[src/hdl/fpuConfigPkg.sv]
// FPU configuration constants
package fpuConfigPkg;

  ////////////////////////////////////////////////////////////
  // formats
  ////////////////////////////////////////////////////////////

  // only single and double are built
  // fmt encoding: 0 single, 1 double
  localparam int FMTBITS = 1;  // width of the fmt field

  ////////////////////////////////////////////////////////////
  // divide / square root latency
  ////////////////////////////////////////////////////////////

  // busy cycles after the start pulse
  localparam int DIV_CYCLES = 10;

  // counter wide enough to hold DIV_CYCLES
  localparam int DIV_CNTBITS = $clog2(DIV_CYCLES + 1);

endpackage

[src/hdl/fpuCtrlPkg.sv]
// FPU control types
package fpuCtrlPkg;
  import fpuConfigPkg::*;

  // stage registers after decode: E, M, W
  localparam int STAGES = 3;

  ////////////////////////////////////////////////////////////
  // opcodes and selects
  ////////////////////////////////////////////////////////////

  // major opcodes handled by the fpu
  typedef enum logic [6:0] {
    opLoadFp  = 7'b0000111,  // flw / fld
    opStoreFp = 7'b0100111,  // fsw / fsd
    opFmadd   = 7'b1000011,
    opFmsub   = 7'b1000111,
    opFnmsub  = 7'b1001011,
    opFnmadd  = 7'b1001111,
    opFp      = 7'b1010011   // everything else, split by funct7
  } fpOpcodeT;

  // final result select
  //         fp path     int path
  typedef enum logic [1:0] {
    resOther    = 2'b00,  // other      compare
    resPostProc = 2'b01,  // postproc   convert
    resStore    = 2'b10,  // store      class
    resMove     = 2'b11   //            move
  } fResSelT;

  // which unit feeds the post processor
  typedef enum logic [1:0] {
    ppCvt = 2'b00,
    ppDiv = 2'b01,
    ppFma = 2'b10
  } postProcSelT;

  ////////////////////////////////////////////////////////////
  // per-stage bundles
  ////////////////////////////////////////////////////////////

  // control word carried down the pipe
  typedef struct packed {
    logic               valid;      // slot holds an instruction
    logic               fRegWrite;  // writes fp register file
    logic               fWriteInt;  // writes integer register file
    fResSelT            fResSel;
    postProcSelT        postProcSel;
    logic [2:0]         opCtrl;     // op variant within the unit
    logic [2:0]         frm;        // resolved rounding mode
    logic [FMTBITS-1:0] fmt;
    logic               divOp;      // needs the divide sequencer
    logic               illegal;    // traps when it reaches M
  } fpuCtrlWordT;

  // source register addresses, rs1 rs2 rs3
  typedef struct packed {
    logic [4:0] adr1;
    logic [4:0] adr2;
    logic [4:0] adr3;
  } fpuSrcAdrT;

  // hazard unit outputs
  typedef struct packed {
    logic stallE;
    logic stallM;
    logic stallW;
    logic flushE;
    logic flushM;
    logic flushW;
  } fpuStageCtrlT;

endpackage

[src/hdl/divSqrtSequencer.sv]
// Divide / square-root busy sequencer
`timescale 1ns/1ps

module divSqrtSequencer import fpuConfigPkg::*; (
  input  logic clk,
  input  logic reset,
  input  logic divStartE,  // one cycle start pulse from E
  output logic divBusy
);

  // cycles left before the result would be ready
  logic [DIV_CNTBITS-1:0] count;

  ////////////////////////////////////////////////////////////
  // latency counter
  ////////////////////////////////////////////////////////////

  // load on start, count down to zero
  // busy from the cycle after start for DIV_CYCLES cycles
  always_ff @(posedge clk) begin
    if (reset) begin
      count <= '0;
    end else if (divStartE) begin
      count <= DIV_CNTBITS'(DIV_CYCLES);
    end else if (divBusy) begin
      count <= count - DIV_CNTBITS'(1);  // one iteration done
    end
  end

  assign divBusy = (count != '0);  // idle at zero

endmodule

[src/hdl/fpuCtrl.sv]
// FPU control pipeline
`timescale 1ns/1ps

module fpuCtrl import fpuCtrlPkg::*; (
  input  logic         clk,
  input  logic         reset,
  input  logic [31:0]  instrD,
  input  logic         validD,
  input  logic [2:0]   frmCsr,
  input  logic [1:0]   statusFs,
  input  fpuStageCtrlT stageCtrl,  // stalls and flushes from hazard unit
  output fpuCtrlWordT  ctrlE,
  output fpuCtrlWordT  ctrlM,
  output fpuCtrlWordT  ctrlW,
  output fpuSrcAdrT    srcAdrE,
  output logic         divStartE   // one pulse per divide
);

  fpuCtrlWordT         ctrlD;
  fpuCtrlWordT         stageIn [STAGES];  // index 0 E, 1 M, 2 W
  fpuCtrlWordT         stageQ  [STAGES];
  logic [STAGES-1:0]   stageStall;
  logic [STAGES-1:0]   stageFlush;
  logic                loadE;      // E takes a new word this edge
  logic                divIssued;  // divide in E already started
  logic                trapM;

  fpuDecoder decoder (
    .instrD   (instrD),
    .frmCsr   (frmCsr),
    .statusFs (statusFs),
    .validD   (validD),
    .ctrlD    (ctrlD)
  );

  ////////////////////////////////////////////////////////////
  // stage registers D/E, E/M, M/W
  ////////////////////////////////////////////////////////////

  assign stageStall = {stageCtrl.stallW, stageCtrl.stallM, stageCtrl.stallE};
  assign stageFlush = {stageCtrl.flushW, stageCtrl.flushM, stageCtrl.flushE};

  assign stageIn[0] = ctrlD;
  assign stageIn[1] = stageQ[0];
  assign stageIn[2] = stageQ[1];

  // flush beats stall, a flushed slot is all zero
  always_ff @(posedge clk) begin
    for (int i = 0; i < STAGES; i++) begin
      if (reset || stageFlush[i]) stageQ[i] <= '0;
      else if (!stageStall[i])    stageQ[i] <= stageIn[i];
    end
  end

  assign ctrlE = stageQ[0];
  assign ctrlM = stageQ[1];
  assign ctrlW = stageQ[2];

  // source addresses follow the E word
  assign loadE = stageCtrl.flushE | ~stageCtrl.stallE;

  always_ff @(posedge clk) begin
    if (loadE) begin
      srcAdrE <= '{adr1: instrD[19:15], adr2: instrD[24:20], adr3: instrD[31:27]};
    end
  end

  ////////////////////////////////////////////////////////////
  // divide start
  ////////////////////////////////////////////////////////////

  // E word is killed by the trap flush, so no start then
  assign trapM = ctrlM.valid & ctrlM.illegal;

  assign divStartE = ctrlE.valid & ctrlE.divOp & ~divIssued & ~trapM;

  always_ff @(posedge clk) begin
    if (reset)          divIssued <= 1'b0;
    else if (loadE)     divIssued <= 1'b0;  // new word in E
    else if (divStartE) divIssued <= 1'b1;  // hold until it leaves
  end

endmodule

[src/hdl/fpuCtrlTop.sv]
// FPU control path top level
`timescale 1ns/1ps

module fpuCtrlTop import fpuCtrlPkg::*; (
  input  logic        clk,
  input  logic        reset,
  input  logic [31:0] instrD,
  input  logic        validD,
  input  logic [2:0]  frmCsr,
  input  logic [1:0]  statusFs,
  input  logic        stallReq,
  output logic        stallD,
  output fpuCtrlWordT ctrlE,
  output fpuCtrlWordT ctrlM,
  output fpuCtrlWordT ctrlW,
  output fpuSrcAdrT   srcAdrE,
  output logic        divBusy,
  output logic        illegalTrap
);

  fpuStageCtrlT stageCtrl;  // hazard unit to pipeline
  logic         divStartE;

  // decode and stage registers
  fpuCtrl ctrl (
    .clk       (clk),
    .reset     (reset),
    .instrD    (instrD),
    .validD    (validD),
    .frmCsr    (frmCsr),
    .statusFs  (statusFs),
    .stageCtrl (stageCtrl),
    .ctrlE     (ctrlE),
    .ctrlM     (ctrlM),
    .ctrlW     (ctrlW),
    .srcAdrE   (srcAdrE),
    .divStartE (divStartE)
  );

  // divider latency model
  divSqrtSequencer divSeq (
    .clk       (clk),
    .reset     (reset),
    .divStartE (divStartE),
    .divBusy   (divBusy)
  );

  fpuHazardUnit hazard (
    .stallReq    (stallReq),
    .validD      (validD),
    .divStartE   (divStartE),
    .divBusy     (divBusy),
    .ctrlM       (ctrlM),
    .stageCtrl   (stageCtrl),
    .stallD      (stallD),
    .illegalTrap (illegalTrap)
  );

endmodule

[src/hdl/fpuDecoder.sv]
// FPU instruction decoder
`timescale 1ns/1ps

module fpuDecoder import fpuCtrlPkg::*; (
  input  logic [31:0] instrD,
  input  logic [2:0]  frmCsr,    // rounding mode from csr
  input  logic [1:0]  statusFs,  // fpu enable state
  input  logic        validD,
  output fpuCtrlWordT ctrlD
);

  fpOpcodeT    opcode;
  logic [4:0]  funct5;  // funct7 without the fmt bits
  logic [2:0]  funct3;
  logic [4:0]  rs2;
  logic        legal;
  fpuCtrlWordT dec;

  assign opcode = fpOpcodeT'(instrD[6:0]);
  assign funct5 = instrD[31:27];
  assign funct3 = instrD[14:12];
  assign rs2    = instrD[24:20];

  ////////////////////////////////////////////////////////////
  // decode table
  ////////////////////////////////////////////////////////////

  always_comb begin
    dec     = '0;
    legal   = 1'b1;
    dec.fmt = instrD[25];  // fmt field, op-fp and r4 forms
    case (opcode)
      opLoadFp, opStoreFp: begin
        legal         = (funct3 == 3'b010) || (funct3 == 3'b011);  // w or d only
        dec.fRegWrite = (opcode == opLoadFp);
        dec.fResSel   = resStore;
        dec.fmt       = funct3[0];  // width comes from funct3 here
      end
      opFmadd, opFmsub, opFnmsub, opFnmadd: begin
        legal           = ~instrD[26];  // no half / quad
        dec.fRegWrite   = 1'b1;
        dec.fResSel     = resPostProc;
        dec.postProcSel = ppFma;
        dec.opCtrl      = {1'b0, instrD[3:2]};  // 00 madd 01 msub 10 nmsub 11 nmadd
      end
      opFp: begin
        legal = ~instrD[26];
        case (funct5)
          5'b00000, 5'b00001, 5'b00010: begin  // add sub mul
            dec.fRegWrite   = 1'b1;
            dec.fResSel     = resPostProc;
            dec.postProcSel = ppFma;
            dec.opCtrl      = (funct5 == 5'b00010) ? 3'b100 : {2'b11, funct5[0]};
          end
          5'b00011, 5'b01011: begin  // div, sqrt
            legal           = legal && (funct5[3] == 1'b0 || rs2 == 5'd0);
            dec.fRegWrite   = 1'b1;
            dec.fResSel     = resPostProc;
            dec.postProcSel = ppDiv;
            dec.opCtrl      = {2'b00, funct5[3]};  // 1 for sqrt
            dec.divOp       = 1'b1;
          end
          5'b00100: begin  // sign inject
            legal         = legal && (funct3 <= 3'b010);
            dec.fRegWrite = 1'b1;
            dec.opCtrl    = funct3;  // sgnj sgnjn sgnjx
          end
          5'b00101: begin  // min / max
            legal         = legal && (funct3[2:1] == 2'b00);
            dec.fRegWrite = 1'b1;
            dec.opCtrl    = funct3[0] ? 3'b101 : 3'b110;
          end
          5'b10100: begin  // compare, result to int reg
            dec.fWriteInt = 1'b1;
            case (funct3)
              3'b010:  dec.opCtrl = 3'b010;  // feq
              3'b001:  dec.opCtrl = 3'b001;  // flt
              3'b000:  dec.opCtrl = 3'b011;  // fle
              default: legal = 1'b0;
            endcase
          end
          5'b11100: begin  // class or move fp -> int
            legal         = legal && (rs2 == 5'd0) && (funct3[2:1] == 2'b00);
            dec.fWriteInt = 1'b1;
            dec.fResSel   = funct3[0] ? resStore : resMove;
          end
          5'b11110: begin  // move int -> fp
            legal         = legal && (rs2 == 5'd0) && (funct3 == 3'b000);
            dec.fRegWrite = 1'b1;
            dec.opCtrl    = 3'b011;
          end
          5'b11000, 5'b11010: begin  // int converts, funct5[1] set for int -> fp
            legal           = legal && (rs2[4:2] == 3'b000);
            dec.fRegWrite   = funct5[1];
            dec.fWriteInt   = ~funct5[1];
            dec.fResSel     = resPostProc;
            dec.postProcSel = ppCvt;
            dec.opCtrl      = {funct5[1], rs2[1], ~rs2[0]};  // {to fp, 64 bit, signed}
          end
          5'b01000: begin  // fcvt.s.d / fcvt.d.s
            legal           = legal && (rs2[4:1] == 4'd0) && (rs2[0] != instrD[25]);
            dec.fRegWrite   = 1'b1;
            dec.fResSel     = resPostProc;
            dec.postProcSel = ppCvt;
            dec.opCtrl      = {2'b00, instrD[25]};  // destination format
            dec.fmt         = rs2[0];               // source format from rs2
          end
          default: legal = 1'b0;
        endcase
      end
      default: legal = 1'b0;
    endcase
    // 111 means dynamic, take the csr value
    dec.frm = (funct3 == 3'b111) ? frmCsr : funct3;
    legal   = legal && (statusFs != 2'b00);  // fpu off, nothing is legal
  end

  // illegal words carry only valid and illegal
  always_comb begin
    ctrlD = dec;
    if (!legal) begin
      ctrlD         = '0;
      ctrlD.illegal = 1'b1;
    end
    ctrlD.valid = validD;
  end

endmodule

[src/hdl/fpuHazardUnit.sv]
// FPU hazard unit
`timescale 1ns/1ps

module fpuHazardUnit import fpuCtrlPkg::*; (
  input  logic         stallReq,   // external back-pressure
  input  logic         validD,
  input  logic         divStartE,
  input  logic         divBusy,
  input  fpuCtrlWordT  ctrlM,
  output fpuStageCtrlT stageCtrl,
  output logic         stallD,
  output logic         illegalTrap
);

  logic divHold;    // divide occupies E
  logic stallE;
  logic trapFlush;  // trap acts once back-pressure is gone

  assign illegalTrap = ctrlM.valid & ctrlM.illegal;
  assign trapFlush   = illegalTrap & ~stallReq;

  assign divHold = divStartE | divBusy;
  assign stallE  = stallReq | divHold;

  // bubble into M only when M itself moves
  // trap kills M, E and D words behind the illegal one
  assign stageCtrl.stallE = stallE;
  assign stageCtrl.stallM = stallReq;
  assign stageCtrl.stallW = stallReq;
  assign stageCtrl.flushE = (~validD & ~stallE) | trapFlush;  // empty D slot
  assign stageCtrl.flushM = (divHold & ~stallReq) | trapFlush;
  assign stageCtrl.flushW = trapFlush;

  assign stallD = stallE;  // D holds whenever E holds

endmodule

[config.mk]
export PLATFORM = sky130hd
export DESIGN_NAME = fpuCtrlTop
export DESIGN_NICKNAME = d
export VERILOG_FILES = /design/src/hdl/fpuConfigPkg.sv /design/src/hdl/fpuCtrlPkg.sv /design/src/hdl/divSqrtSequencer.sv /design/src/hdl/fpuCtrl.sv /design/src/hdl/fpuCtrlTop.sv /design/src/hdl/fpuDecoder.sv /design/src/hdl/fpuHazardUnit.sv
export SDC_FILE = /design/constraint.sdc
export NUM_CORES = 1
export LEC_CHECK = 0
export BUFFER_PORTS_ARGS = -buffer_cell sky130_fd_sc_hd__buf_4
export CAP_MARGIN = 30
export CORE_ASPECT_RATIO = 1.2
export CORE_MARGIN = 5
export CORE_UTILIZATION = 35
export DETAILED_ROUTE_END_ITERATION = 6
export PLACE_DENSITY_LB_ADDON = 0.3
export SYNTH_ARGS = -nofsm -noshare
export SYNTH_HDL_FRONTEND = slang
export SYNTH_SLANG_ARGS = --single-unit
[constraint.sdc]
create_clock -name clk -period 2.4 [get_ports clk]
set_input_delay 0.72 -clock clk [delete_from_list [all_inputs] [get_ports clk]]
set_output_delay 0.72 -clock clk [all_outputs]
set_load 0.02 [all_outputs]
# [Word level (Yosys, flattened, before mapping)]
# Memories as Yosys holds them, arrays and structs flattened.
# Index checks and enable logic that the tools add are counted.
[classes] n_reduce_logical=35 n_eq_ne=24 n_lt_le_gt_ge=1 bitwise_logic=24 n_addsub=1 mux=41
[ops] cell="$mux 16" count=3
[ops] cell="$eq 7x7->1 const B" count=5
[ops] cell="$eq 5x5->1 const B" count=5
[ops] cell="$pmux 3 s8" count=1
[ops] cell="$mux 1" count=20
[ops] cell="$mux 15" count=1
[ops] cell="$pmux 2 s3" count=2
[ops] cell="$reduce_or 2->1" count=6
[ops] cell="$eq 5x2->1 const B" count=2
[ops] cell="$eq 5x3->1 const B" count=2
[ops] cell="$eq 5x4->1 const B" count=2
[ops] cell="$logic_and 1x1->1" count=10
[ops] cell="$logic_not 5->1" count=2
[ops] cell="$pmux 5 s2" count=1
[ops] cell="$not 1->1" count=9
[ops] cell="$pmux 1 s9" count=1
[ops] cell="$reduce_or 9->1" count=1
[ops] cell="$mux 4" count=2
[ops] cell="$or 1x1->1" count=8
[ops] cell="$pmux 2 s2" count=2
[ops] cell="$reduce_or 8->1" count=1
[ops] cell="$and 1x1->1" count=7
[ops] cell="$eq 7x3->1 const B" count=1
[ops] cell="$eq 7x6->1 const B" count=1
[ops] cell="other kinds (19)" count=31
[word_totals] ram_bits=48 output_inout_bits=66 regBits=20 inputBits=41 n_memories=1 elab_cells=133
[memory_table] name="ctrl.stageQ" depth=3 word_bits=16 rd=3 rd_clocked_by_memory_dff=0 write_ports=3 line="fpuCtrl.sv:21" source="fpuCtrlWordT stageQ [STAGES];"

# [Logic depth before layout (Yosys ltp)]
# An unclocked memory read counts as a cell.
[depth] depth_word=13 ltp_mapped=8 depth_no_buf=7

# [By module]
# Synthesis repeated with hierarchy kept, for this count alone.
[unflattened] hier_cells=279 hier_area_um2=3395.8
[by_module_without_submodules] module="fpuCtrl" area_per_inst_um2=2364.8 cells_each=129 seq_area_each_um2=1911.8 n_inst=1
[by_module_without_submodules] module="fpuDecoder" area_per_inst_um2=795.8 cells_each=120 seq_area_each_um2=0.0 n_inst=1
[by_module_without_submodules] module="divSqrtSequencer" area_per_inst_um2=166.4 cells_each=18 seq_area_each_um2=80.1 n_inst=1
[by_module_without_submodules] module="fpuHazardUnit" area_per_inst_um2=68.8 cells_each=12 seq_area_each_um2=0.0 n_inst=1

# [Worst setup path before layout]
# OpenSTA, ideal clock, no wires.
[synth_path] kind="input port to flip-flop" start="in instrD[5]" end="mem ctrl.stageQ[0][8] (netlist name) (data pin)" n_path_buf=0 t_required_ps=2210 setup_time_ps=190 arrival_ps=2349 cell_stages=6 slack_ps=-139 path_cell_list="nand2b_4 nor4_4 o211ai_2 or3b_1 o221a_4 a2111oi_2"
[synth_lines] item="from (decl)" line="fpuCtrlTop.sv:7" source="input logic [31:0] instrD,"
[synth_lines] item="to (decl)" line="fpuCtrl.sv:21"

# [Final worst setup path]
[layout_path] start="reg divSeq.count[3]" end="out stallD"
[layout_between] elab_chain_cells=3
[layout_rtl] item="from (decl)" line="divSqrtSequencer.sv:12" source="logic [DIV_CNTBITS-1:0] count;"
[layout_rtl] item="from (signal assigned)" line="divSqrtSequencer.sv:24" source="count <= DIV_CNTBITS'(DIV_CYCLES);"
[layout_rtl] item="from (signal assigned)" line="divSqrtSequencer.sv:26" source="count <= count - DIV_CNTBITS'(1);"
[layout_rtl] item="$reduce_bool 4->1" line="divSqrtSequencer.sv:30" source="assign divBusy = (count != '0);"
[layout_rtl] item="$or 1x1->1" line="fpuHazardUnit.sv:22" source="assign divHold = divStartE | divBusy;"
[layout_rtl] item="$or 1x1->1" line="fpuHazardUnit.sv:23" source="assign stallE = stallReq | divHold;"
[layout_rtl] item="to (decl)" line="fpuCtrlTop.sv:12" source="output logic stallD,"
# No other way between the ends.

==> results.md <==
Pwr:
- Dividing total power by cell area gives a power density of 626 nW/µm².
- The analysis attributes to cell leakage a power of 0.00180 µW.
- The total design power is 2740 µW.
- IR analysis of the VDD net gives a maximum drop of 0.262 mV.

GRT:
- The leftover overflow at the end of global routing is 0.
- The via count of the first global-routing pass is 2505.
- The wire length of the first global-routing pass is 12000 µm.
- The number of antenna violations at the first check in global routing is 0.
- The maximum number of pins on one net before global-route repair is 33.
- The overall global routing resource usage is 14.4%.

Critical path:
- In this design, the stage delay of the slowest critical-path cell is 0.35 ns.
- The maximum fanout along the worst path is 4.
- The endpoint arrival time on the critical path is 1.55 ns.
- The cell family contributing the most delay on the critical path is simple AND/OR/NAND/NOR gates.
- The required time at the worst-slack endpoint is 1.68 ns.
- The setup path with the least slack is of type reg2out.
- On the critical path, the stage with the largest delay is an instance of dfxtp_1.
- The worst setup path is launched from a flip-flop.
- The signal on the critical path passes through nor4_4 > nand2_1 > or2_2 > buf_4.
- The critical path capture point type is a primary output.
- Together, buffers and inverters on the worst path number 1.

Floorplan:
- The height of the die is 114 µm.
- The initial utilization of the core area, before any placement, comes to 36.1%.
- The die covers 10900 µm².
- The core box area is 8660 µm².
- Row generation in the floorplan step produced 37 rows.
- The number of top-level design ports is 107.
- The die is 96.3 µm wide.

Logic synthesis:
- The area of the mapped netlist is 3130 µm².
- The leading register cell type out of synthesis is edfxtp_1.
- After synthesis, the mean cell area works out to 12.4 µm².
- The post-synthesis share of cell area spent on and, or, nand and nor gates is 21.4%.
- The area fraction in compound gates after synthesis is 11.2%.
- Synthesis instantiated 44 different standard cells from the library.
- By area, the combinational part of the netlist is dominated by simple AND/OR/NAND/NOR gates.
- After Yosys synthesis, full adders, half adders and majority gates account for 0% of the synthesized area.
- After synthesis, the largest area contributor takes up 60.5% of total cell area.
- The proportion of synthesized area in mux cells is 1.04%.
- The count of flip-flops with a built-in enable after synthesis is 63.
- The largest area contributor in the synthesized netlist is edfxtp_1.
- Yosys attributes the largest share of cell area to edfxtp_1 (61%), and2_1 (6.8%), dfxtp_1 (3.2%), o21ai_0 (2.7%), nand2_1 (2.3%).
- Counting flops and latches in the post-synthesis netlist gives 68.
- The share of the Yosys chip area taken by registers is 63.7%.
- The fraction of registers with async set or reset after synthesis is 0%.
- The synthesized instance count is 252.
- The synthesized netlist devotes 0% of its cell area to XOR and XNOR gates.
- The dominant cell by count in the synthesized netlist is edfxtp_1.
- Counting instances in the post-synthesis netlist gives the leading cell types as edfxtp_1 (63), and2_1 (34), nand2_1 (19).
- When the netlist entered floorplanning its net count stood at 293.
- The number of warnings issued by yosys is 0.

Timing:
- The final count of hold timing violations is 0.
- Across all hold checks on the routed design, the worst slack comes to 0.479 ns.
- Based on the critical path, the design can be clocked at up to 441 MHz.
- The largest clock skew in the final design is 0.0117 ns.
- Setup violations remaining at the end of the flow were counted as 0.
- The max-slew violation count was 0.
- The setup TNS after final layout is 0 ns.
- The worst path uses 94.5% of the clock period.
- The final critical delay including setup and external delays is 2.27 ns.
- The worst slew margin relative to its limit is 74.8%.
- At the pin with the least slew margin, the transition time is 0.377 ns.

Routing:
- Summing over every cut layer, the via total after detailed routing is 2450.
- The initial DRC count is 79.
- The routed wirelength normalized by instance count is 14.9 µm.
- The number of nets with antenna violations after routing is 0.
- Dividing the detail-routed via count by the number of cells gives 4.87.
- The detailed-route DRC error count is 0.
- The first TritonRoute pass finished after 4 iterations.
- The detailed-route wire length is 7500 µm.

CTS:
- The clock tree root buffer cell is clkbuf_8.
- TritonCTS built the clock tree.
- The total number of H-tree levels is 3.
- The clock reaches the later pin of the worst-skew pair after 0.35 ns.
- The clock-pin transition on the worst setup and hold timing paths is 0.07 ns.
- Counting along the longest clock path gives a buffer depth of 2.
- The count of clock tree sinks is 68.
- The count of hold-fix buffers inserted at cts is 0.
- TritonCTS created 9 clock buffers.

Final layout:
- The proportion of layout cells with a drive suffix above 1 is 43.3%.
- The summed area of non-filler cells in the final layout is 4380 µm².
- At the end of the flow, the number of nets in the layout was 423.
- The number of antenna repair diodes is 0.
- The signed area change from the synthesized netlist to the final layout is 40.1%.

Placement:
- Once detailed placement completed, the half-perimeter wirelength came to 5750 µm.
- The congestion estimate from routability-driven global placement came to 0.857.
- The number of input and output port buffers inserted is 101.
- In this run the cell area measured after placement is 4200 µm².

Outcome:
- The run finished with clean final reports.

Worst hold path:
- The type of the most critical hold path is reg2reg.

Run:
- The max-cap check violation count is 0.
## per-layer routing
layer	routed length, µm	track usage [%]	vias up
li1	-	-	1205
met3	545	4.82	8
met2	3910	25.0	88
met4	113	5.12	0
met1	2930	16.3	1149
met5	0	0	-
## power by group
part | leakage, µW | internal, µW | total [µW] | switching [µW]
registers | 0.000715 | 1400 | 1450 | 43.9
logic | 0.00101 | 228 | 531 | 304
clock network | 0.0000760 | 357 | 766 | 409
## flip-flops by register name, summed over array words and instances (netlist names)
register / count
ctrl.divIssued: 1
ctrl.srcAdrE: 15
ctrl.stageQ: 48
divSeq.count: 4
## path summary, 6_finish.rpt
path | end | cells past startpoint | startpoint | slack (ns)
worst min-delay path | ctrl.divIssued$_SDFFE_PP0P_ | 2 | ctrl.divIssued$_SDFFE_PP0P_ | 0.48
worst max-delay path | stallD | 4 | divSeq.count[3]$_SDFFE_PP0N_ | 0.13
worst min register to register | ctrl.divIssued$_SDFFE_PP0P_ | 2 | ctrl.divIssued$_SDFFE_PP0P_ | 0.48
worst max register to register | ctrl.stageQ[0][1]$_SDFFCE_PN0P_ | 7 | ctrl.stageQ[1][15]$_SDFFCE_PN0P_ | 0.57
## cell usage in the layout, fill, tap and decap left out, types with 3 or more instances in the layout
cell      instances
a21oi_1           7
clkbuf_8          9
buf_4           131
dfxtp_1           5
nand4_1           5
edfxtp_1         63
o21ai_0          17
nand2b_1          5
a211oi_1          3
and2_1           34
nor3_2            6
inv_1             8
a31oi_1           5
a211oi_2          3
nor2_1           12
nand3_1           4
nand2_1          18
nor3_1            8
## worst register-to-register path, cell delays in order, from the launching register on
cell	delay [ns]
edfxtp_1	0.41
nand2_2	0.14
inv_1	0.07
nor3_1	0.23
and3_1	0.24
nand2_1	0.06
buf_4	0.20
nor4_1	0.29
## cell type report
class / instances / area, µm²
clock buffers: 9 / 124
clock inverters: 6 / 32.5
fillers: 792 / 4280
inverters: 8 / 30.0
multi-input cells: 164 / 1070
flip-flops and latches: 68 / 1990
well taps: 117 / 146
repair buffers: 131 / 983
## logic make-up (layout without fill, tap and decap cells)
kind of cell,count (synthesis),in the layout
compound gates,50,50
buf+inv,20,154
simple gates,111,111
flops,68,68
mux,3,3
## through the flow
stage | setup WS (ns) | utilization [%] | cells
floorplan | -0.139 | - | 252
global placement | -0.183 | 48.5 | 487
detailed placement | -0.204 | 48.5 | 487
CTS | 0.0502 | 50.3 | 502
global route | -0.00924 | 50.6 | 503
finish | 0.132 | 50.6 | 503
## repair_timing
item                                    in CTS  in global routing
buffers inserted                             0                  1
gates resized for setup                      0                  3
endpoints found under the setup margin       0                  1
Power figures use the tool's default switching activity.
